==> src/common/io_consts.svh <==
`ifndef IO_CONSTS_SVH
`define IO_CONSTS_SVH

// Requesting cores on the fabric
`define NUM_CORES 4
// Hardware threads inside each core
`define THREADS_PER_CORE 4

// Bus address and data widths
`define IO_ADDR_WIDTH 8
`define IO_DATA_WIDTH 32

// Tag widths carried with each request
`define CORE_ID_WIDTH 2
`define THREAD_IDX_WIDTH 2

// Scratch registers in the device
`define NUM_SCRATCH_REGS 4
`endif

==> src/timer_counter.sv <==
`include "io_consts.svh"

module timer_counter (
    input  logic                      clk,
    input  logic                      reset,
    input  logic                      load,
    input  logic [`IO_DATA_WIDTH-1:0] load_value,
    input  logic                      decrement,
    output logic [`IO_DATA_WIDTH-1:0] count,
    output logic                      zero
);

    always_ff @(posedge clk or posedge reset)
    begin
        if (reset)
            count <= '0;
        // Load wins over decrement
        else if (load)
            count <= load_value;
        // Saturates at zero
        else if (decrement && count != '0)
            count <= count - 1'b1;
    end

    assign zero = count == '0;

endmodule

==> config.mk <==
export PLATFORM = sky130hd
export DESIGN_NAME = timer_counter
export DESIGN_NICKNAME = d
export VERILOG_FILES = /design/src/timer_counter.sv
export VERILOG_INCLUDE_DIRS = /design/src /design/src/common
export SDC_FILE = /design/constraint.sdc
export NUM_CORES = 1
export LEC_CHECK = 0
export ABC_AREA = 1
export BUFFER_PORTS_ARGS = -buffer_cell sky130_fd_sc_hd__buf_2
export CORE_UTILIZATION = 30
export DETAILED_ROUTE_END_ITERATION = 7
export PLACE_DENSITY_LB_ADDON = 0.3
export SLEW_MARGIN = 10
export SYNTH_ARGS = -nofsm -noshare
export SYNTH_HDL_FRONTEND = slang
export SYNTH_SLANG_ARGS = --single-unit
==> constraint.sdc <==
create_clock -name clk -period 2.6 [get_ports clk]
set_clock_uncertainty 0.15 [all_clocks]
set_input_delay 0.52 -clock clk [delete_from_list [all_inputs] [get_ports clk]]
set_output_delay 0.52 -clock clk [all_outputs]
set_load 0.01 [all_outputs]
==> flow_summary.toml <==
[global_route]
grt_pass1_wl_um = 12900
grt_pass1_vias = 2684
grt_max_degree = 34
overflow = 0
track_usage = 0.190
antenna_found_initial = 0

[cts]
cts-resized-gates = 0
cts_root_buf = "clkbuf_8"
htree_levels = 2
cts_tree = "yes"
cts_buffer_depth = 2
cts.sinks = 32
clkTransAtPathRegs_ns = 0.08
numCtsBuffers = 5
cts_hold_buf = 0
clkLatencyLatePin_ns = 0.29

[critical_path]
path_max_fanout = 6
crit_chain = "nor2_1 > nand2_1 > nor2_1 > nand3_1 > nor3_1 > buf_2"
cpPeakStageDelay_ns = 0.44
cp.required_ns = 1.93
end_kind = "output pin"
worst-r2r-setup-slack_ns = 0.47
setup.worst_path.start_class = "flip-flop"
crit_path_frequent_cell = "nor2_1"
crit_path_top_delay_cell = "dfrtp_1"
path_buf_inv = 1
criticalPathCategory = "reg2out"
arrival_ns = 1.77
path_delay_family = "simple AND/OR/NAND/NOR gates"

[worst_hold_path]
min_path_type = "in2async"

[layout]
seqCellArea_um2 = 801
top_register = "count"
fillers = 894
n_antenna_cell = 0
multi_input_area_um2 = 1500
drive_gt1_frac = 0.217
layout.nets = 529
area_growth_pct = 23.6
top_regs = "count (32)"
design_area_um2 = 3120
final_cells = 598
largest_register_ffs = 32

[yosys]
syn_nets = 453
syn_area_per_cell_um2 = 6.06
synth-seq-cells = 32
yosysWarnings = 0
yosysTopAreaCell = "dfrtp_1"
yosysSeqAreaShare = 0.318
syn_inst = 416
yosysUniqueCellTypes = 25
synth_top_area_share = 0.318
syn_area_um2 = 2520
yosys-top-cells-area = "dfrtp_1 32%, nand2_1 23%, nor2_1 10%, nand3_1 8.9%, inv_1 5.8%"

[floorplanning]
ios = 69
start_util = 0.308
die_area_um2 = 8770
die_w_um = 93.7
core_um2 = 8180
rows = 33
die_y_um = 93.7

[drt]
drc_errors = 0
wl_um = 7740
num_vias = 2768
drt_first_pass_iters = 4
vias_per_cell = 4.63
final_antenna_net_count = 0
drt_iter0_drc = 213
wl_per_cell_um = 12.9

[place]
placed_cell_area_um2 = 3010
numPortBuffers = 68
place_ws_ns = 0.407
globalplace.congestion = 0.891
hpwl_um = 5900
place_inst = 588

[timing]
relSlewSlack = 0.702
setup_viol_count_final = 0
hold_viol = 0
final_max_slew_viol_count = 0
timing.fmax_ghz = 0.410
period_needed_ns = 2.44
fin_crit_sh = 0.939
rsz0062_at_grt = "false"
worst_slew_pin_slew_ns = 0.447
fin_ws_ns = 0.159
tns_ns = 0

[pwr]
powerDensity_nw_per_um2 = 510
peakVddDrop_mv = 0.170
leakage_uw = 0.00164

[status]
status = "finished clean"

[flow_run]
maxCapViolations = 0
[final timing paths]
path / end / cells after the start / from
max: zero / 6 / count[21]
min: count[9] / 3 / reset
max reg2reg: count[22] / 12 / count[0]
min reg2reg: count[0] / 2 / count[0]
max in group asynchronous: count[23] / 3 / reset
min in group clk: count[0] / 3 / load_value[0]
[cell type report]
type,count,share of cell area
multi-input combinational,334,0.483
sequential,32,0.257
timing repair buffer,79,0.140
inverter,40,0.0486
tap,105,0.0422
clock buffer,6,0.0265
clock inverter,2,0.00321
[Yosys cell counts, drive strengths merged]
cell / number
or2: 9
o21bai: 2
clkinv: 1
ha: 1
dfrtp: 32
clkbuf: 6
nor2: 74
buf: 4
nand4: 6
nor3: 2
nand2: 158
nand3b: 1
o21ai: 26
inv: 39
nand3: 45
xor2: 5
xnor2: 4
a31oi: 1
[power breakdown]
part           switching [uW]  internal, uW  total (uW)
Sequential               88.7           561         650
Combinational             321           199         520
Clock                     207           212         419
Total                     617           971        1590
[through the flow]
step / total power, uW / util / hold slack, ns
2_1_floorplan: 981 / - / 0.383
3_3_place_gp: 1170 / 0.368 / 0.338
3_5_place_dp: 1180 / 0.368 / 0.349
4_1_cts: 1600 / 0.379 / 0.176
5_1_grt: 1700 / 0.381 / 0.229
6_report: 1590 / 0.381 / 0.159
[kinds of logic (layout without fill, tap and decap cells)]
family | after synthesis | after routing | synth area share
compound gates | 29 | 29 | 0.0645
xor+xnor | 9 | 9 | 0.0313
flops | 32 | 32 | 0.318
fa+ha+maj | 1 | 1 | 0.00496
buf+inv | 50 | 127 | 0.0854
simple gates | 295 | 295 | 0.496
[cells in the final DEF (no fill, tap or decap)]
cell      instances
dfrtp_1          32
nand2_1         155
o21bai_1          2
o21ai_1          13
nor2_1           68
nand4_1           6
clkinv_2          3
buf_2            68
ha_1              1
nor3_1            2
o21ai_4           1
nor2_4            2
nand3_1          45
o21ai_0          12
nand3b_1          1
xnor2_1           4
buf_4            10
nand2_2           1
a31oi_1           1
nor2_2            4
or2_2             9
inv_1            39
nand2_4           2
xor2_1            5
buf_12            1
clkbuf_8          6
[worst min-delay path: stages]
cell and delay (ns):
buf_2 0.09, inv_1 0.04, buf_4 0.38
[repair_timing]
item | in CTS | in global routing
setup buffers | 0 | 2
setup endpoints to repair | 0 | 1
hold endpoints to repair | 0 | 0
[routing by layer]
metal  GRT usage  wire [um]  up-vias
li1            -          -     1453
met1       0.246       3740     1236
met2       0.319       3500       70
met3      0.0259        340        9
met4      0.0731        155        0
met5           0          0        -
No activity file was read; power rests on OpenSTA's default activity.
