`config.mk`:
```
export PLATFORM = sky130hd
export DESIGN_NAME = io_device
export DESIGN_NICKNAME = d
export VERILOG_FILES = /design/src/common/io_dev_pkg.sv /design/src/io_device.sv
export VERILOG_INCLUDE_DIRS = /design/src /design/src/common
export SDC_FILE = /design/constraint.sdc
export NUM_CORES = 1
export LEC_CHECK = 0
export BUFFER_PORTS_ARGS = -buffer_cell sky130_fd_sc_hd__buf_4
export CAP_MARGIN = 20
export CORE_MARGIN = 1.5
export CORE_UTILIZATION = 40
export DETAILED_ROUTE_END_ITERATION = 10
export GPL_TIMING_DRIVEN = 1
export PLACE_DENSITY_LB_ADDON = 0.25
export SLEW_MARGIN = 15
export SYNTH_ARGS = -nofsm -noshare
export SYNTH_HDL_FRONTEND = slang
export SYNTH_SLANG_ARGS = --single-unit
```
`constraint.sdc`:
```
create_clock -name clk -period 8.5 [get_ports clk]
set_clock_uncertainty 0.05 [all_clocks]
set_input_delay 0.85 -clock clk [delete_from_list [all_inputs] [get_ports clk]]
set_output_delay 0.85 -clock clk [all_outputs]
set_load 0.1 [all_outputs]
```
`src/common/io_consts.svh`:
```
`ifndef IO_CONSTS_SVH
`define IO_CONSTS_SVH

// Requesting cores on the fabric
`define NUM_CORES 4
// Hardware threads inside each core
`define THREADS_PER_CORE 4

// Bus address and data widths
`define IO_ADDR_WIDTH 8
`define IO_DATA_WIDTH 32

// Tag widths carried with each request
`define CORE_ID_WIDTH 2
`define THREAD_IDX_WIDTH 2

// Scratch registers in the device
`define NUM_SCRATCH_REGS 4
`endif

```
`src/common/io_dev_pkg.sv`:
```
`include "io_consts.svh"

package io_dev_pkg;

    // Strobes are high only in the grant cycle
    typedef struct packed {
        logic                      read_en;
        logic                      write_en;
        logic [`IO_ADDR_WIDTH-1:0] address;
        logic [`IO_DATA_WIDTH-1:0] write_data;
    } io_bus_req_t;

    // Device register map
    typedef enum logic [`IO_ADDR_WIDTH-1:0] {
        REG_SCRATCH0     = 8'h00,
        REG_SCRATCH1     = 8'h01,
        REG_SCRATCH2     = 8'h02,
        REG_SCRATCH3     = 8'h03,
        REG_TIMER_LOAD   = 8'h04,
        REG_TIMER_CTRL   = 8'h05,
        REG_TIMER_COUNT  = 8'h06,
        REG_TIMER_STATUS = 8'h07
    } io_reg_t;

    typedef enum logic [1:0] {TIMER_IDLE, TIMER_RUNNING, TIMER_EXPIRED} timer_state_t;

    // Bit 0 is start, bit 1 is auto_reload
    typedef struct packed {
        logic auto_reload;
        logic start;
    } timer_ctrl_t;

endpackage

```
`src/io_device.sv`:
```
`include "io_consts.svh"

module io_device
    import io_dev_pkg::*;
(
    input  logic                      clk,
    input  logic                      reset,
    input  io_bus_req_t               bus_req,
    output logic [`IO_DATA_WIDTH-1:0] read_data,
    output logic [`IO_DATA_WIDTH-1:0] timer_load,
    output logic                      ctrl_write,
    output timer_ctrl_t               timer_ctrl,
    input  logic [`IO_DATA_WIDTH-1:0] timer_count,
    input  timer_state_t              timer_state
);

    localparam int SCRATCH_IDX_W = $clog2(`NUM_SCRATCH_REGS);

    io_reg_t                   reg_addr;
    logic [`IO_DATA_WIDTH-1:0] scratch [`NUM_SCRATCH_REGS];
    logic [SCRATCH_IDX_W-1:0]  scratch_idx;
    timer_ctrl_t               ctrl_q;
    logic [7:0]                expire_count;
    logic [`IO_DATA_WIDTH-1:0] read_mux;

    assign reg_addr = io_reg_t'(bus_req.address);
    assign scratch_idx = bus_req.address[SCRATCH_IDX_W-1:0];

    // Control goes straight to the FSM so it acts in the write cycle
    assign ctrl_write = bus_req.write_en && reg_addr == REG_TIMER_CTRL;
    assign timer_ctrl = timer_ctrl_t'(bus_req.write_data[1:0]);

    always_ff @(posedge clk or posedge reset)
    begin
        if (reset)
        begin
            for (int i = 0; i < `NUM_SCRATCH_REGS; i++)
                scratch[i] <= '0;
            timer_load <= '0;
            ctrl_q <= '0;
        end
        else if (bus_req.write_en)
        begin
            case (reg_addr)
                REG_SCRATCH0, REG_SCRATCH1, REG_SCRATCH2, REG_SCRATCH3:
                    scratch[scratch_idx] <= bus_req.write_data;
                REG_TIMER_LOAD: timer_load <= bus_req.write_data;
                REG_TIMER_CTRL: ctrl_q <= timer_ctrl;
                // Count and status are read only
                default: ;
            endcase
        end
    end

    // Status is {expire_count, state} in the low 16 bits
    always_comb
    begin
        case (reg_addr)
            REG_SCRATCH0, REG_SCRATCH1, REG_SCRATCH2, REG_SCRATCH3:
                read_mux = scratch[scratch_idx];
            REG_TIMER_LOAD:   read_mux = timer_load;
            REG_TIMER_CTRL:   read_mux = `IO_DATA_WIDTH'(ctrl_q);
            REG_TIMER_COUNT:  read_mux = timer_count;
            REG_TIMER_STATUS: read_mux = `IO_DATA_WIDTH'({expire_count, 6'b0, timer_state});
            default:          read_mux = '0;
        endcase
    end

    always_ff @(posedge clk or posedge reset)
    begin
        if (reset)
        begin
            read_data <= '0;
            expire_count <= '0;
        end
        else
        begin
            // Writes leave the last read value in place
            if (bus_req.read_en)
                read_data <= read_mux;
            // One count per expiry cycle, wraps at 256
            if (timer_state == TIMER_EXPIRED)
                expire_count <= expire_count + 8'd1;
        end
    end

endmodule

```
==> results.py <==
metrics = {
    "worst_setup_path": {
        "timing.rr.end": "read_data[1]$_DFFE_PP0P_",
        "arrival_ns": 2.69,
        "path_class": "in -> out",
        "r2r-start": "timer_load[1]$_DFFE_PP0P_",
        "path_max_fanout": 60,
        "required_ns": 7.60,
        "start_kind": "input pin",
        "reg2reg_depth": 4,
        "end_kind": "output pin",
        "reg2reg_slack_ns": 7.28,
    },
    "synthesis": {
        "synthSimpleGateAreaFrac_pct": 2.969,
        "synth-compound-area-share_pct": 6.405,
        "syn_avg_cell_area_um2": 13.46,
        "synth-edff-count": 0,
        "synthXorXnorAreaFrac_pct": 0.6553,
        "yosysMostFrequentCell": "dfrtp_1",
        "yosys-top-cells-count": "202 x dfrtp_1, 155 x mux2_2, 70 x mux2i_1",
        "ys_types": 36,
        "synth_cells": 695,
        "synthTopCellsByArea": "dfrtp_1 54%, mux2_2 19%, mux2i_1 7.5%",
        "syn_nets": 774,
        "async_flop_share_pct": 100.0,
        "synth_top_family_by_area": "multiplexers",
        "synth-seq-cells": 202,
        "synth.mux.area_fraction_pct": 31.68,
        "ys_seq_area_share_pct": 54.03,
        "netlist_area_um2": 9356,
        "yosysTopAreaCell": "dfrtp_1",
        "ys.warnings.count": 0,
        "synth_ff_type": "dfrtp_1",
        "synth-adder-area-share_pct": 0.1337,
        "synth_top_area_share_pct": 54.03,
    },
    "layout": {
        "final_core_util_pct": 50.17,
        "layout.nets": 905,
        "area_growth_syn_to_layout_pct": 22.13,
        "post_route_cells_drive_above_1_share_pct": 45.29,
        "n_antenna_cell": 0,
    },
    "sta": {
        "tns_ns": 0,
        "slew_viol_final": 0,
        "hold_violations": 0,
        "setup_viol": 0,
        "maxSlewHeadroom_pct": 32.43,
        "fin_crit_sh_pct": 42.26,
        "fmax_ghz": 0.2784,
        "rsz0062_at_grt": "false",
        "worstMarginPinSlew_ns": 1.014,
        "period_needed_ns": 3.592,
    },
    "min_path": {
        "min_to": "expire_count[7]$_DFFE_PP0N_",
        "min_path_type": "reg -> reg",
        "hp-start": "expire_count[7]$_DFFE_PP0N_",
        "holdPathStages": 1,
    },
    "detailed_routing": {
        "viasPerCell": 5.232,
        "drc": 0,
        "dr.pass1.iters": 4,
        "drt-initial-drc-count": 299,
        "routed_wl_mm": 22.42,
        "wl_per_cell_um": 19.46,
        "num_vias": 6027,
        "ant_nets": 0,
    },
    "grt": {
        "grt_pass1_wl_mm": 35.10,
        "grt_max_degree": 125,
        "grt_use_total_pct": 18.45,
        "grt_antenna_before_repair": 0,
        "grt_pass1_vias": 6268,
        "grt-ovfl-total": 0,
    },
    "die": {
        "core-area_um2": 22780,
        "dieArea_um2": 24320,
        "die_x_um": 155.9,
        "initial_core_util_pct": 41.08,
        "rows": 55,
        "io_pins": 145,
        "die_height_um": 155.9,
    },
    "clock_tree": {
        "clock_path_buffers": 3,
        "clockRootBuffer": "clkbuf_16",
        "cts_sinks": 202,
        "post_cts_buffers": 0,
        "cts_resized": 0,
        "cts_buffers": 23,
        "cts_tree": "done",
        "cts_hold_buffers": 0,
        "path_clk_slew_ns": 0.06,
        "htree_levels": 1,
        "clk_latency_ns": 0.50,
    },
    "placed_design": {
        "io_buffers": 144,
        "place.gp.congestion": 0.7180,
        "place_hpwl_mm": 14.05,
    },
    "pwr": {
        "power_leakage_nw": 5.715,
        "vdd.ir_drop.worst_uv": 114.7,
        "pwr_density_cell_nw_per_um2": 203.4,
    },
    "flow_run": {
        "drv_cap": 0,
    },
    "run_status": {
        "status": "finished, final reports clean",
    },
}
-- critical path, stage by stage --
cell and delay [ns]:
buf_6 0.47, buf_4 0.84, nor3_1 0.14, buf_4 0.28
-- worst max-delay path by stage --
| stage | startpoint | to | cells after the start |
|---|---|---|---|
| after detailed placement | bus_req[33] | ctrl_write | 4 |
| after CTS | bus_req[33] | ctrl_write | 4 |
| after global routing | bus_req[33] | ctrl_write | 4 |
| after floorplan | reset | ctrl_q[0]$_DFFE_PP0P_ | 1 |
| final | bus_req[33] | ctrl_write | 4 |
| after global placement | bus_req[33] | ctrl_write | 4 |
-- cell families (layout without fill, tap and decap cells) --
group	after synthesis	count (layout)
multiplexers	261	261
AND/OR/NAND/NOR	46	46
adder cells (fa/ha/maj)	1	1
flip-flops	202	202
buffers and inverters	82	226
XOR/XNOR	7	7
AO/OA/AOI/OAI	96	96
-- sequential cells by signal (all words and copies together), names as in the netlist --
signal        cells
ctrl_q            2
timer_load       32
expire_count      8
read_data        32
scratch         128
-- per-layer routing --
metal | vias up | global-route usage, % | wire length (um)
met1 | 3081 | 25.83 | 10590
met3 | 29 | 2.611 | 874
met4 | 0 | 3.991 | 355
met2 | 135 | 30.48 | 10600
li1 | 2782 | - | -
met5 | - | 0 | 0
-- stage by stage --
step	area, um2	worst slack [ns]	cells	hold slack (ns)	power [W]
after detailed placement	10670	4.899	1113	0.4192	0.001352
after CTS	11420	4.906	1151	0.4307	0.002346
after global routing	11430	4.810	1152	0.4584	0.002411
after global placement	10670	4.918	1113	0.4176	0.001347
final	11430	4.908	1152	0.4262	0.002324
after floorplan	9356	2.089	695	0.3962	0.001255
-- power breakdown --
part | internal, W | switching, W | total [W]
clock | 0.000614 | 0.000377 | 0.000992
combinational | 0.000113 | 0.000170 | 0.000282
sequential | 0.00101 | 0.0000370 | 0.00105
total | 0.00174 | 0.000584 | 0.00232
-- final cells by class --
class                      instances  area [um2]
tap                              313       391.6
clock inverter                     5       106.4
multi-input combinational        411        3929
clock buffer                      33       643.1
fill                            2009       11350
inverter                          33       131.4
sequential                       202        5055
timing repair buffer             155        1171
-- cell usage in the layout, fill, tap and decap left out, types with 3 or more instances in the layout --
cell       Yosys  layout
xnor2_1        5       5
nor2_1         3       3
clkbuf_16      0      23
nand2_1       14      14
clkbuf_1      18       7
inv_1         33      32
bufinv_16      0       3
nand3_1        8       8
o211ai_1       8       8
mux2_4        30      30
dfrtp_1      202     202
buf_4          2     153
o22ai_1       56      56
mux2_1         6       6
clkbuf_8       0       3
mux2i_1       70      70
mux2_2       155     155
nand4_1        3       3
a21oi_1       22      22
a22oi_1        8       8
No activity file was read; power rests on OpenSTA's default activity.
