==> src/common/io_consts.svh <==
`ifndef IO_CONSTS_SVH
`define IO_CONSTS_SVH

// Requesting cores on the fabric
`define NUM_CORES 4
// Hardware threads inside each core
`define THREADS_PER_CORE 4

// Bus address and data widths
`define IO_ADDR_WIDTH 8
`define IO_DATA_WIDTH 32

// Tag widths carried with each request
`define CORE_ID_WIDTH 2
`define THREAD_IDX_WIDTH 2

// Scratch registers in the device
`define NUM_SCRATCH_REGS 4
`endif

==> src/common/io_dev_pkg.sv <==
`include "io_consts.svh"

package io_dev_pkg;

    // Strobes are high only in the grant cycle
    typedef struct packed {
        logic                      read_en;
        logic                      write_en;
        logic [`IO_ADDR_WIDTH-1:0] address;
        logic [`IO_DATA_WIDTH-1:0] write_data;
    } io_bus_req_t;

    // Device register map
    typedef enum logic [`IO_ADDR_WIDTH-1:0] {
        REG_SCRATCH0     = 8'h00,
        REG_SCRATCH1     = 8'h01,
        REG_SCRATCH2     = 8'h02,
        REG_SCRATCH3     = 8'h03,
        REG_TIMER_LOAD   = 8'h04,
        REG_TIMER_CTRL   = 8'h05,
        REG_TIMER_COUNT  = 8'h06,
        REG_TIMER_STATUS = 8'h07
    } io_reg_t;

    typedef enum logic [1:0] {TIMER_IDLE, TIMER_RUNNING, TIMER_EXPIRED} timer_state_t;

    // Bit 0 is start, bit 1 is auto_reload
    typedef struct packed {
        logic auto_reload;
        logic start;
    } timer_ctrl_t;

endpackage

==> src/timer_fsm.sv <==
module timer_fsm
    import io_dev_pkg::*;
(
    input  logic         clk,
    input  logic         reset,
    input  logic         ctrl_write,
    input  timer_ctrl_t  timer_ctrl,
    input  logic         counter_zero,
    output logic         load,
    output logic         decrement,
    output timer_state_t timer_state,
    output logic         timer_expired
);

    timer_state_t next_state;
    // Auto-reload mode captured at the last start
    logic         auto_reload_q;

    always_comb
    begin
        next_state = timer_state;
        load = 1'b0;
        decrement = 1'b0;
        if (ctrl_write)
        begin
            // A control write overrides the current state
            load = timer_ctrl.start;
            next_state = timer_ctrl.start ? TIMER_RUNNING : TIMER_IDLE;
        end
        else
        begin
            case (timer_state)
                TIMER_RUNNING:
                    if (counter_zero)
                        next_state = TIMER_EXPIRED;
                    else
                        decrement = 1'b1;
                TIMER_EXPIRED:
                begin
                    load = auto_reload_q;
                    next_state = auto_reload_q ? TIMER_RUNNING : TIMER_IDLE;
                end
                default: ;
            endcase
        end
    end

    always_ff @(posedge clk or posedge reset)
    begin
        if (reset)
        begin
            timer_state <= TIMER_IDLE;
            auto_reload_q <= 1'b0;
        end
        else
        begin
            timer_state <= next_state;
            if (ctrl_write)
                auto_reload_q <= timer_ctrl.auto_reload;
        end
    end

    // Pulse lasts exactly the one EXPIRED cycle
    assign timer_expired = timer_state == TIMER_EXPIRED;

endmodule

==> config.mk <==
export PLATFORM = sky130hd
export DESIGN_NAME = timer_fsm
export DESIGN_NICKNAME = d
export VERILOG_FILES = /design/src/common/io_dev_pkg.sv /design/src/timer_fsm.sv
export VERILOG_INCLUDE_DIRS = /design/src /design/src/common
export SDC_FILE = /design/constraint.sdc
export NUM_CORES = 1
export LEC_CHECK = 0
export BUFFER_PORTS_ARGS = -buffer_cell sky130_fd_sc_hd__buf_2
export CORE_AREA = 2 2 39 41
export CTS_BUF_LIST = sky130_fd_sc_hd__clkbuf_8
export DETAILED_ROUTE_END_ITERATION = 8
export DIE_AREA = 0 0 41 43
export PLACE_DENSITY = 0.31
export SLEW_MARGIN = 20
export SYNTH_ARGS = -nofsm -noshare
export SYNTH_HDL_FRONTEND = slang
export SYNTH_SLANG_ARGS = --single-unit
export TNS_END_PERCENT = 1
==> constraint.sdc <==
create_clock -name clk -period 2.2 [get_ports clk]
set_input_delay 0.22 -clock clk [delete_from_list [all_inputs] [get_ports clk]]
set_output_delay 0.22 -clock clk [all_outputs]
set_load 0.01 [all_outputs]
==> run metrics, run 1 <==
routability congestion estimate from global placement=0.519; vias in the first global route=between 150 and 200; # IOs=11; largest family of logic cells by synthesized area=simple AND/OR/NAND/NOR gates; global route overflow=0; Pwr per Cell Area=860 nW/um2; Nets=40; fillcell total=161; antenna violations before repair=0; top-area cell type share of the netlist area=48.8%; critical path, cell by cell=nand2b_1 -> o21ai_1 -> buf_2; Yosys cell types=10; top_reg_cell synth=dfrtp_1; clk_skew=2.66 ps; Post-Syn Area per Cell=8.55 um2; Period minus WS final=roughly 1300 ps; Slowest Stage Delay on Critical Path=390 ps; share of cells above drive strength 1=42.4%; Worst Path Required=around 2000 ps; unrepaired setup endpoints after global routing=false; multiplexer share of the synthesized area=0%; WL per Instance=7.51 um; Lkg Pwr=0.157 nW; initial core utilization=about 11%; number of I/O port buffers=10; Post-Syn Nets=24; clk sinks=3; worst vdd ir=0.000175 V; GRT Resource Usage Total=approximately 5.7%; CP Class=flip-flop to output port; Max Buffers Root-to-Sink=2; Final Cycle Share=57.0%; DRT Pass-1 Iters=1; FP Rows=14; DRT Wirelength=368 um; FF+latch count, synth=3; largest net degree at the start of global routing=7; Core Area=~1400 um2; Post-Synth Adder-Cell Area=0%; Clk pin slew, worst setup/hold paths=roughly 30 ps; critical path capture point type=output port; Rel. slew slack=88.5%; fin. max-slew vios=0; die height=43 um; slowest CP cell=dfrtp_1; DR iter-0 viols=0; Mapped Area=154 um2; number of diodes=0; Fmax achieved=797 MHz; Setup TNS=0 ps; via density per instance=~3.4; clock buffer count from CTS=3; Post-synth top cells=dfrtp_1 (3), nand2_1 (3), nand2b_1 (3); Post-synth EDFFs=0; CTS Root Cell=clkbuf_8; clk_lat worst skew=210 ps; Synthesis Warnings=0; status=finished clean; global-route wire length before repair=600 um; Die Area=1760 um2; max-cap check violation count=0; post-synthesis sequential area ratio=between 40% and 50%; XOR/XNOR Fraction of Synth Area=0%; TritonCTS clock tree=yes; final setup vio count=0; Critical Path Source Type=flip-flop; Synth area leaders=dfrtp_1 (49%), nand2b_1 (12%), o31ai_2 (8.1%); endpoints failing hold=0; Synth Area in Compound Gates=14.6%; DR vias=168; ANT nets after route=0; Yosys top cell by area=dfrtp_1; Buf/Inv on CP=1; worst hold path class=primary input to flip-flop; worst-margin pin slew=approximately 170 ps; Final Hold Slack=224 ps; Data arrival, critical path=1040 ps; # H-tree levels=1; Crit path max-delay family=flip-flops; Post-Syn Instances=18; post-synthesis simple-gate area fraction=a little under a third; area grow syn2layout=81.3%; crit-path max FO=4; DRC=0; die width=between 40 and 50 um; Async S/R FF share, synth=100%; post-CTS setup buffer count=0
[stage by stage]
stage	utilization, %	total power, mW	setup WS, ps	area, um2	std cells
global route	20.2	0.255	894	279	49
detailed placement	16.2	0.0881	1170	224	44
finish	20.2	0.240	945	279	49
global placement	16.2	0.0882	1180	224	44
CTS	20.2	0.246	938	279	49
floorplan	-	0.0759	1190	154	18
[repair_timing]
item / 4_1_cts / 5_1_grt
hold buffers: 1 / 0
hold endpoints to repair: 3 / 0
gates resized for setup: 0 / 0
[power breakdown]
group	switching (mW)	internal [mW]	total, mW
combinational	0.0129	0.0127	0.0256
sequential	0.00325	0.0595	0.0628
clock	0.0330	0.118	0.151
total	0.0492	0.191	0.240
[area by class of cell]
type                            instances  area, um2  share of cell area [%]
Inverter                                2       7.51                    2.69
Clock buffer                            3       41.3                    14.8
Timing Repair Buffer                   11       60.1                    21.5
Clock inverter                          1       3.75                    1.35
Sequential cell                         3       75.1                    26.9
Multi-Input combinational cell         13       71.3                    25.6
Tap cell                               16       20.0                    7.17
[kinds of logic after synthesis]
group	count (synthesis)
AND/OR/NAND/NOR	10
flip-flops	3
AO/OA/AOI/OAI	3
buffers and inverters	2
[tightest hold or removal path, delay by kind of cell]
kind	cells	cell delay [ps]
buffers and inverters	1	70
AND/OR/NAND/NOR	2	100
[per-layer routing]
metal	GRT usage, %	routed length, um	part of all wire (%)
met3	3.14	59	16
met4	8.00	0	0
met2	6.88	134	36
met5	0	0	0
met1	5.52	174	47
[worst paths after layout]
check	startpoint	to	slack, ps	cells after the start
worst max-delay path	timer_state[0]	load	940	3
worst min-delay path	timer_ctrl[1]	auto_reload_q	220	3
worst max register to register	timer_state[1]	timer_state[0]	1390	2
worst min register to register	auto_reload_q	auto_reload_q	500	2
max in group asynchronous	reset	auto_reload_q	1660	3
min in group asynchronous	reset	timer_state[1]	410	3
[registers in the layout (all words and copies together), names as in the netlist]
name,count
timer_state,2
auto_reload_q,1
[cells in the final DEF, fill, tap and decap left out, drive strengths merged]
master	count
buf	10
nand2b	3
nand2	3
inv	3
dfrtp	3
clkbuf	3
nor2	2
o21ai	1
nor2b	1
a21oi	1
o31ai	1
nor3	1
dlygate4sd3	1
No activity file was read; power rests on OpenSTA's default activity.
==> inputs of run 2 (changes only) <==
--- a/config.mk
+++ b/config.mk
@@ -6,12 +6,13 @@
 export SDC_FILE = /design/constraint.sdc
 export NUM_CORES = 1
 export LEC_CHECK = 0
+export ABC_AREA = 1
 export BUFFER_PORTS_ARGS = -buffer_cell sky130_fd_sc_hd__buf_2
 export CORE_AREA = 2 2 39 41
 export CTS_BUF_LIST = sky130_fd_sc_hd__clkbuf_8
 export DETAILED_ROUTE_END_ITERATION = 8
 export DIE_AREA = 0 0 41 43
-export PLACE_DENSITY = 0.31
+export PLACE_DENSITY = 0.33
 export SLEW_MARGIN = 20
 export SYNTH_ARGS = -nofsm -noshare
 export SYNTH_HDL_FRONTEND = slang
==> constraint.sdc (replaced) <==
create_clock -name clk -period 1.07 [get_ports clk]
set_input_delay 0.107 -clock clk [delete_from_list [all_inputs] [get_ports clk]]
set_output_delay 0.107 -clock clk [all_outputs]
set_load 0.01 [all_outputs]
==> run 2 against run 1 <==
  * The flow now finishes with violations (negative setup slack)
  * Register-to-register slack got worse by 1300 ps
  * Clock power rose by 110%
  * Non-clock buffer count increased by 4
==> run metrics, run 2 <==
GRT Resource Usage Total=6.93% (+1.2 points); via density per instance=3.50 (+2.1%); Die Area=1760 um2 (unchanged); number of diodes=0 (unchanged); Core Area=1380 um2 (unchanged); Yosys cell types=10 (unchanged); final setup vio count=2 (+2); clk sinks=3 (unchanged); TritonCTS clock tree=yes; P_sw=123 uW (+150%); DR iter-0 viols=1 (+1); vias in the first global route=189 (+11%); fin. max-slew vios=0 (unchanged); Biggest register=timer_state; WL per Instance=7.59 um (+1.0%); Internal=415 uW (+120%); Mapped Area=173 um2 (+12%); number of flip-flops in the largest register=2 (unchanged); Worst Path Required=960 ps (-1020 ps); Post-synth EDFFs=0 (unchanged); endpoints failing hold=0 (unchanged); initial core utilization=12.5% (+1.4 points); setup slack at placement=116 ps (-1050 ps); Pwr per Cell Area=1610 nW/um2 (+87%); Synthesis Warnings=0 (unchanged); Yosys top cell by area=dfrtp_1; count leader, synth=inv_1; CP Class=flip-flop to output port; Critical Path Source Type=flip-flop; Nets=49 (+23%); worst reg2reg path depth=4 (+2); worst-margin pin slew=155 ps (-17.0 ps); unrepaired setup endpoints after global routing=true; clk_lat worst skew=210 ps (about the same); worst hold path class=primary input to flip-flop; routability congestion estimate from global placement=0.562 (+8.3%); max-cap check violation count=0 (unchanged); largest net degree at the start of global routing=5 (-2); DRC=0 (unchanged); Clk pin slew, worst setup/hold paths=30 ps (about the same); Sequential Power Share=24.2% (-2.0 points); # H-tree levels=1 (unchanged); die height=43 um (unchanged); Data arrival, critical path=1010 ps (-30 ps); most common cell after layout, fill and taps aside=buf_2; critical path launch point=timer_state[1]; Fmax achieved=894 MHz; hpwl dp=approximately 320 um; Max Buffers Root-to-Sink=2 (unchanged); clk_skew=0.534 ps (-2.13 ps); status=finished, violations left; Pwr Total=538 uW (+120%); combinational fraction of design power=17.0% (+6.3 points); ANT nets after route=0 (unchanged); failing checks=negative setup slack; PnR worst setup slack=-48.9 ps (-994 ps); global-route wire length before repair=690 um (+15%); worst vdd ir=0.000451 V (+160%); global route overflow=0 (unchanged); Post-Syn Nets=29 (+21%); Regs by FF count=timer_state x2, auto_reload_q x1; Sw Ratio=22.9% (+2.4 points); crit-path max FO=3 (-1); fin util=24.1% (+4.0 points); crit path to=load; Post-Syn Area per Cell=7.51 um2 (-12%); R2R Setup Slk=100 ps (-1290 ps); Final Hold Slack=96.6 ps (-127 ps); # IOs=11 (unchanged); Async S/R FF share, synth=100% (unchanged); clock share of power=58.8% (-4.4 points); clock buffer count from CTS=3 (unchanged); DRT Pass-1 Iters=2 (+1); most frequent cells in the layout=buf_2 (9), inv_1 (6), nand2_1 (5); share of cells above drive strength 1=57.1% (+15 points); number of I/O port buffers=10 (unchanged); antenna violations before repair=0 (unchanged); DRT Wirelength=440 um (+20%); top_reg_cell synth=dfrtp_1; top-area cell type share of the netlist area=43.5% (-5.3 points); die width=41 um (unchanged); FF+latch count, synth=3 (unchanged); Lkg Pwr=0.208 nW (+32%); Setup TNS=-53.8 ps (-53.8 ps); area grow syn2layout=93.5%; DR vias=203 (+21%); CTS Root Cell=clkbuf_8; post-synthesis sequential area ratio=43.5% (-5.3 points); Post-synth top cells=inv_1 (6), nand2_1 (5), dfrtp_1 (3); FP Rows=14 (unchanged); Post-Syn Instances=23 (+5); FF-to-FF End=timer_state[1]; RR Startpoint=timer_state[0]; Final Cycle Share=105%; Synth area leaders=dfrtp_1 (43%), inv_1 (13%), nand2_1 (11%); critical path capture point type=output port; Period minus WS final=1120 ps; Rel. slew slack=89.6% (+1.2 points)
-- run 2: cell types whose count changed after synthesis, moves of 2 or more --
cell,change
nand2_2,+2
nand2_1,+2
nor2_1,-2
inv_1,+4
nand2b_1,-3
nor2_2,+2
-- run 2: logic make-up (layout without fill, tap and decap cells) --
group / after synthesis / in the layout / share of synthesized area (%)
flops: 3 / 3 / 43.5
buf+inv: 7 / 26 / 15.2
compound gates: 2 / 2 / 7.25
simple gates: 11 / 11 / 34.1
-- run 2: how the worst min path moves through the flow --
stage                  startpoint       endpoint  slack (ps)  depth (start not counted)
finish              timer_ctrl[1]  auto_reload_q         100                          3
global route        timer_ctrl[1]  auto_reload_q         110                          3
CTS                 timer_ctrl[1]  auto_reload_q         100                          3
detailed placement          reset  auto_reload_q         -20                          2
global placement            reset  auto_reload_q         -20                          2
floorplan                   reset  auto_reload_q        -140                          1
-- run 2: power groups by stage --
stage,Combinational [mW],Clock [mW],Sequential (mW)
after detailed placement,0.0642,0,0.133
after global placement,0.0648,0,0.133
after global routing,0.101,0.349,0.130
after CTS,0.0816,0.326,0.130
after floorplan,0.0332,0,0.136
final,0.0914,0.316,0.130
-- run 2: metal layers --
metal,up-vias,global-route usage [%],routed length [um]
met1,91,5.48,182
met5,-,0,0
li1,106,-,-
met3,0,6.28,43
met2,6,8.75,214
met4,0,8.00,0
-- run 2: worst max-delay path: stages (launching register included) --
cell	delay, ps
dfrtp_1	390
nand2_2	80
nor2_2	40
nor2_2	110
inv_1	40
buf_2	130
-- run 2: repair_timing --
action	4_1_cts	5_1_grt
hold endpoints to repair	3	0
endpoints found under the setup margin	3	3
buffers inserted	3	1
hold buffers	1	0
pin swaps	3	0
resized for setup	1	1
-- run 2: metrics by stage --
| stage | area [um2] | instances |
|---|---|---|
| 3_5_place_dp | 243 | 49 |
| 6_report | 334 | 58 |
| 4_1_cts | 320 | 57 |
| 2_1_floorplan | 173 | 23 |
| 3_3_place_gp | 243 | 49 |
| 5_1_grt | 334 | 58 |
-- run 2: cell type report --
| type | instances | area, um2 |
|---|---|---|
| fill | 155 | 1050 |
| sequential | 3 | 75.1 |
| multi-input combinational | 13 | 71.3 |
| clock inverter | 1 | 3.75 |
| timing repair buffer | 15 | 96.3 |
| tap | 16 | 20.0 |
| clock buffer | 3 | 41.3 |
| inverter | 7 | 26.3 |
==> inputs of run 3 (changes only) <==
--- a/config.mk
+++ b/config.mk
@@ -12,7 +12,6 @@
 export CTS_BUF_LIST = sky130_fd_sc_hd__clkbuf_8
 export DETAILED_ROUTE_END_ITERATION = 8
 export DIE_AREA = 0 0 41 43
-export PLACE_DENSITY = 0.33
 export SLEW_MARGIN = 20
 export SYNTH_ARGS = -nofsm -noshare
 export SYNTH_HDL_FRONTEND = slang
==> run 3 against run 2 <==
  * The run still ends with negative setup slack left
  * Register-to-register slack improved by 40 ps
  * Via count is 4.9% lower
  * Global-route usage down 0.20 points
  * Utilization decreased by 1.5 points
  * Count of clock-buffer cells in the layout unchanged
  * Wire length decreased by 6.8%
  * Clock power up 2%
  * Flip-flop and latch count unchanged
  * Critical endpoint unchanged
==> run metrics, run 3 (synthesis results as in run 2) <==
status=finished, violations left; failing checks=negative setup slack; DR iter-0 viols=0 (-1); Slowest Stage Delay on Critical Path=370 ps (-20 ps); Biggest register=timer_state; Die Area=1760 um2 (unchanged); Pwr per Cell Area=1690 nW/um2 (+5.2%); Data arrival, critical path=1010 ps (about the same); hpwl dp=321 um (+1.4%); CTS Root Cell=clkbuf_8; crit-path max FO=2 (-1); PnR worst setup slack=-46.3 ps (+2.60 ps); Final Hold Slack=105 ps (+8.10 ps); max-cap check violation count=0 (unchanged); DRT Pass-1 Iters=1 (-1); Area after DPL=243 um2 (unchanged); number of diodes=0 (unchanged); Crit path max-delay family=flip-flops; DRT Wirelength=410 um (-6.8%); clk sinks=3 (unchanged); Lkg Pwr=0.196 nW (-5.5%); TritonCTS clock tree=yes; Final Cycle Share=104% (-0.24 points); number of flip-flops in the largest register=2 (unchanged); endpoints failing hold=0 (unchanged); final setup vio count=1 (-1); clock buffer count from CTS=3 (unchanged); # IOs=11 (unchanged); die height=43 um (unchanged); Pwr Total=530 uW (-1.5%); share of cells above drive strength 1=55.0% (-2.1 points); via density per instance=3.45 (-1.5%); global route overflow=0 (unchanged); setup slack at placement=104 ps (-12.2 ps); fillcell total=176 (+14%); DRC=0 (unchanged); clk_lat worst skew=220 ps (about the same); vias in the first global route=209 (+11%); Fmax achieved=896 MHz (+0.23%); Setup TNS=-46.3 ps (+7.52 ps); GRT Resource Usage Total=6.73% (-0.20 points); Clk pin slew, worst setup/hold paths=30 ps (about the same); worst hold path class=primary input to flip-flop; critical path, cell by cell=inv_2 -> nand2_2 -> nor2_2 -> nor2_2 -> inv_1 -> buf_2; fin. max-slew vios=0 (unchanged); RR Startpoint=timer_state[1]; initial core utilization=12.5% (unchanged); Max Buffers Root-to-Sink=2 (unchanged); CP Class=flip-flop to output port; Worst Path Required=960 ps (about the same); # H-tree levels=1 (unchanged); largest net degree at the start of global routing=5 (unchanged); worst vdd ir=0.000360 V (-20%); Nets=47 (-4.1%); critical path capture point type=output port; ANT nets after route=0 (unchanged); FP Rows=14 (unchanged); Period minus WS final=1120 ps (-2.60 ps); WL per Instance=7.32 um (-3.5%); hold_sp=timer_ctrl[1]; die width=41 um (unchanged); Regs by FF count=timer_state x2, auto_reload_q x1; cell area after layout=313 um2 (-6.4%); most common cell after layout, fill and taps aside=buf_2; global-route wire length before repair=717 um (+3.9%); area grow syn2layout=81.2%; CP dominant cell by count=nor2_2; Buf/Inv on CP=3 (+1); critical path launch point=timer_state[0]; Critical Path Source Type=flip-flop; Rel. slew slack=88.9% (-0.70 points); most frequent cells in the layout=buf_2 (10), inv_1 (6), nand2_1 (5); Core Area=1380 um2 (unchanged); clk_skew=0.895 ps (+0.362 ps); unrepaired setup endpoints after global routing=true; worst-margin pin slew=165 ps (+10.4 ps); antenna violations before repair=0 (unchanged); routability congestion estimate from global placement=0.670 (+19%); slowest CP cell=dfrtp_1; DR vias=193 (-4.9%); number of I/O port buffers=10 (unchanged)
## run 3: changes by cell type in the layout (fill, tap and decap cells not counted), sizes merged
cell | previous run | this run
buf | 14 | 12
## run 3: timing repair
| action | CTS | global route |
|---|---|---|
| pin swaps | 2 | 0 |
| buffers inserted | 2 | 0 |
| setup endpoints to repair | 3 | 3 |
| hold buffers | 1 | 0 |
| hold endpoints to repair | 3 | 0 |
| gates resized for setup | 1 | 0 |
## run 3: routing by layer
metal / GRT usage, % / wire, um / up-vias
li1: - / - / 102
met1: 5.81 / 169 / 81
met2: 9.38 / 192 / 8
met3: 2.09 / 29 / 2
met4: 10.0 / 18 / 0
met5: 0 / 0 / -
## run 3: path summary, 6_finish.rpt
check                                 endpoint  slack, ps  depth (start not counted)
worst max-delay path                      load        -50                          6
worst min-delay path             auto_reload_q        100                          3
worst max register to register  timer_state[0]        140                          3
worst min register to register   auto_reload_q        480                          2
max in group asynchronous       timer_state[1]        650                          3
min in group asynchronous       timer_state[0]        290                          3
## run 3: layout make-up
class / instances / area (um2) / share of cell area, %
clock buffer: 3 / 41.3 / 13.2
clock inverter: 1 / 3.75 / 1.20
inverter: 7 / 26.3 / 8.40
multi-input combinational: 13 / 71.3 / 22.8
sequential: 3 / 75.1 / 24.0
tap: 16 / 20.0 / 6.40
timing repair buffer: 13 / 75.1 / 24.0
## run 3: worst reg2reg max path: stages, from the launching register on
cell and delay [ps]:
dfrtp_1 410, buf_4 150, o211ai_1 180, nand2_1 70
## run 3: stage by stage
step                      instances  utilization (%)
after floorplan                  23                -
after global placement           49             17.5
after detailed placement         49             17.5
after CTS                        56             22.6
after global routing             56             22.6
final                            56             22.6
## run 3: report_power, final
| part | leakage [nW] | switching (mW) | internal, mW |
|---|---|---|---|
| Sequential | 0.0381 | 0.00709 | 0.124 |
| Clock | 0.0269 | 0.0778 | 0.244 |
| Combinational | 0.131 | 0.0401 | 0.0365 |
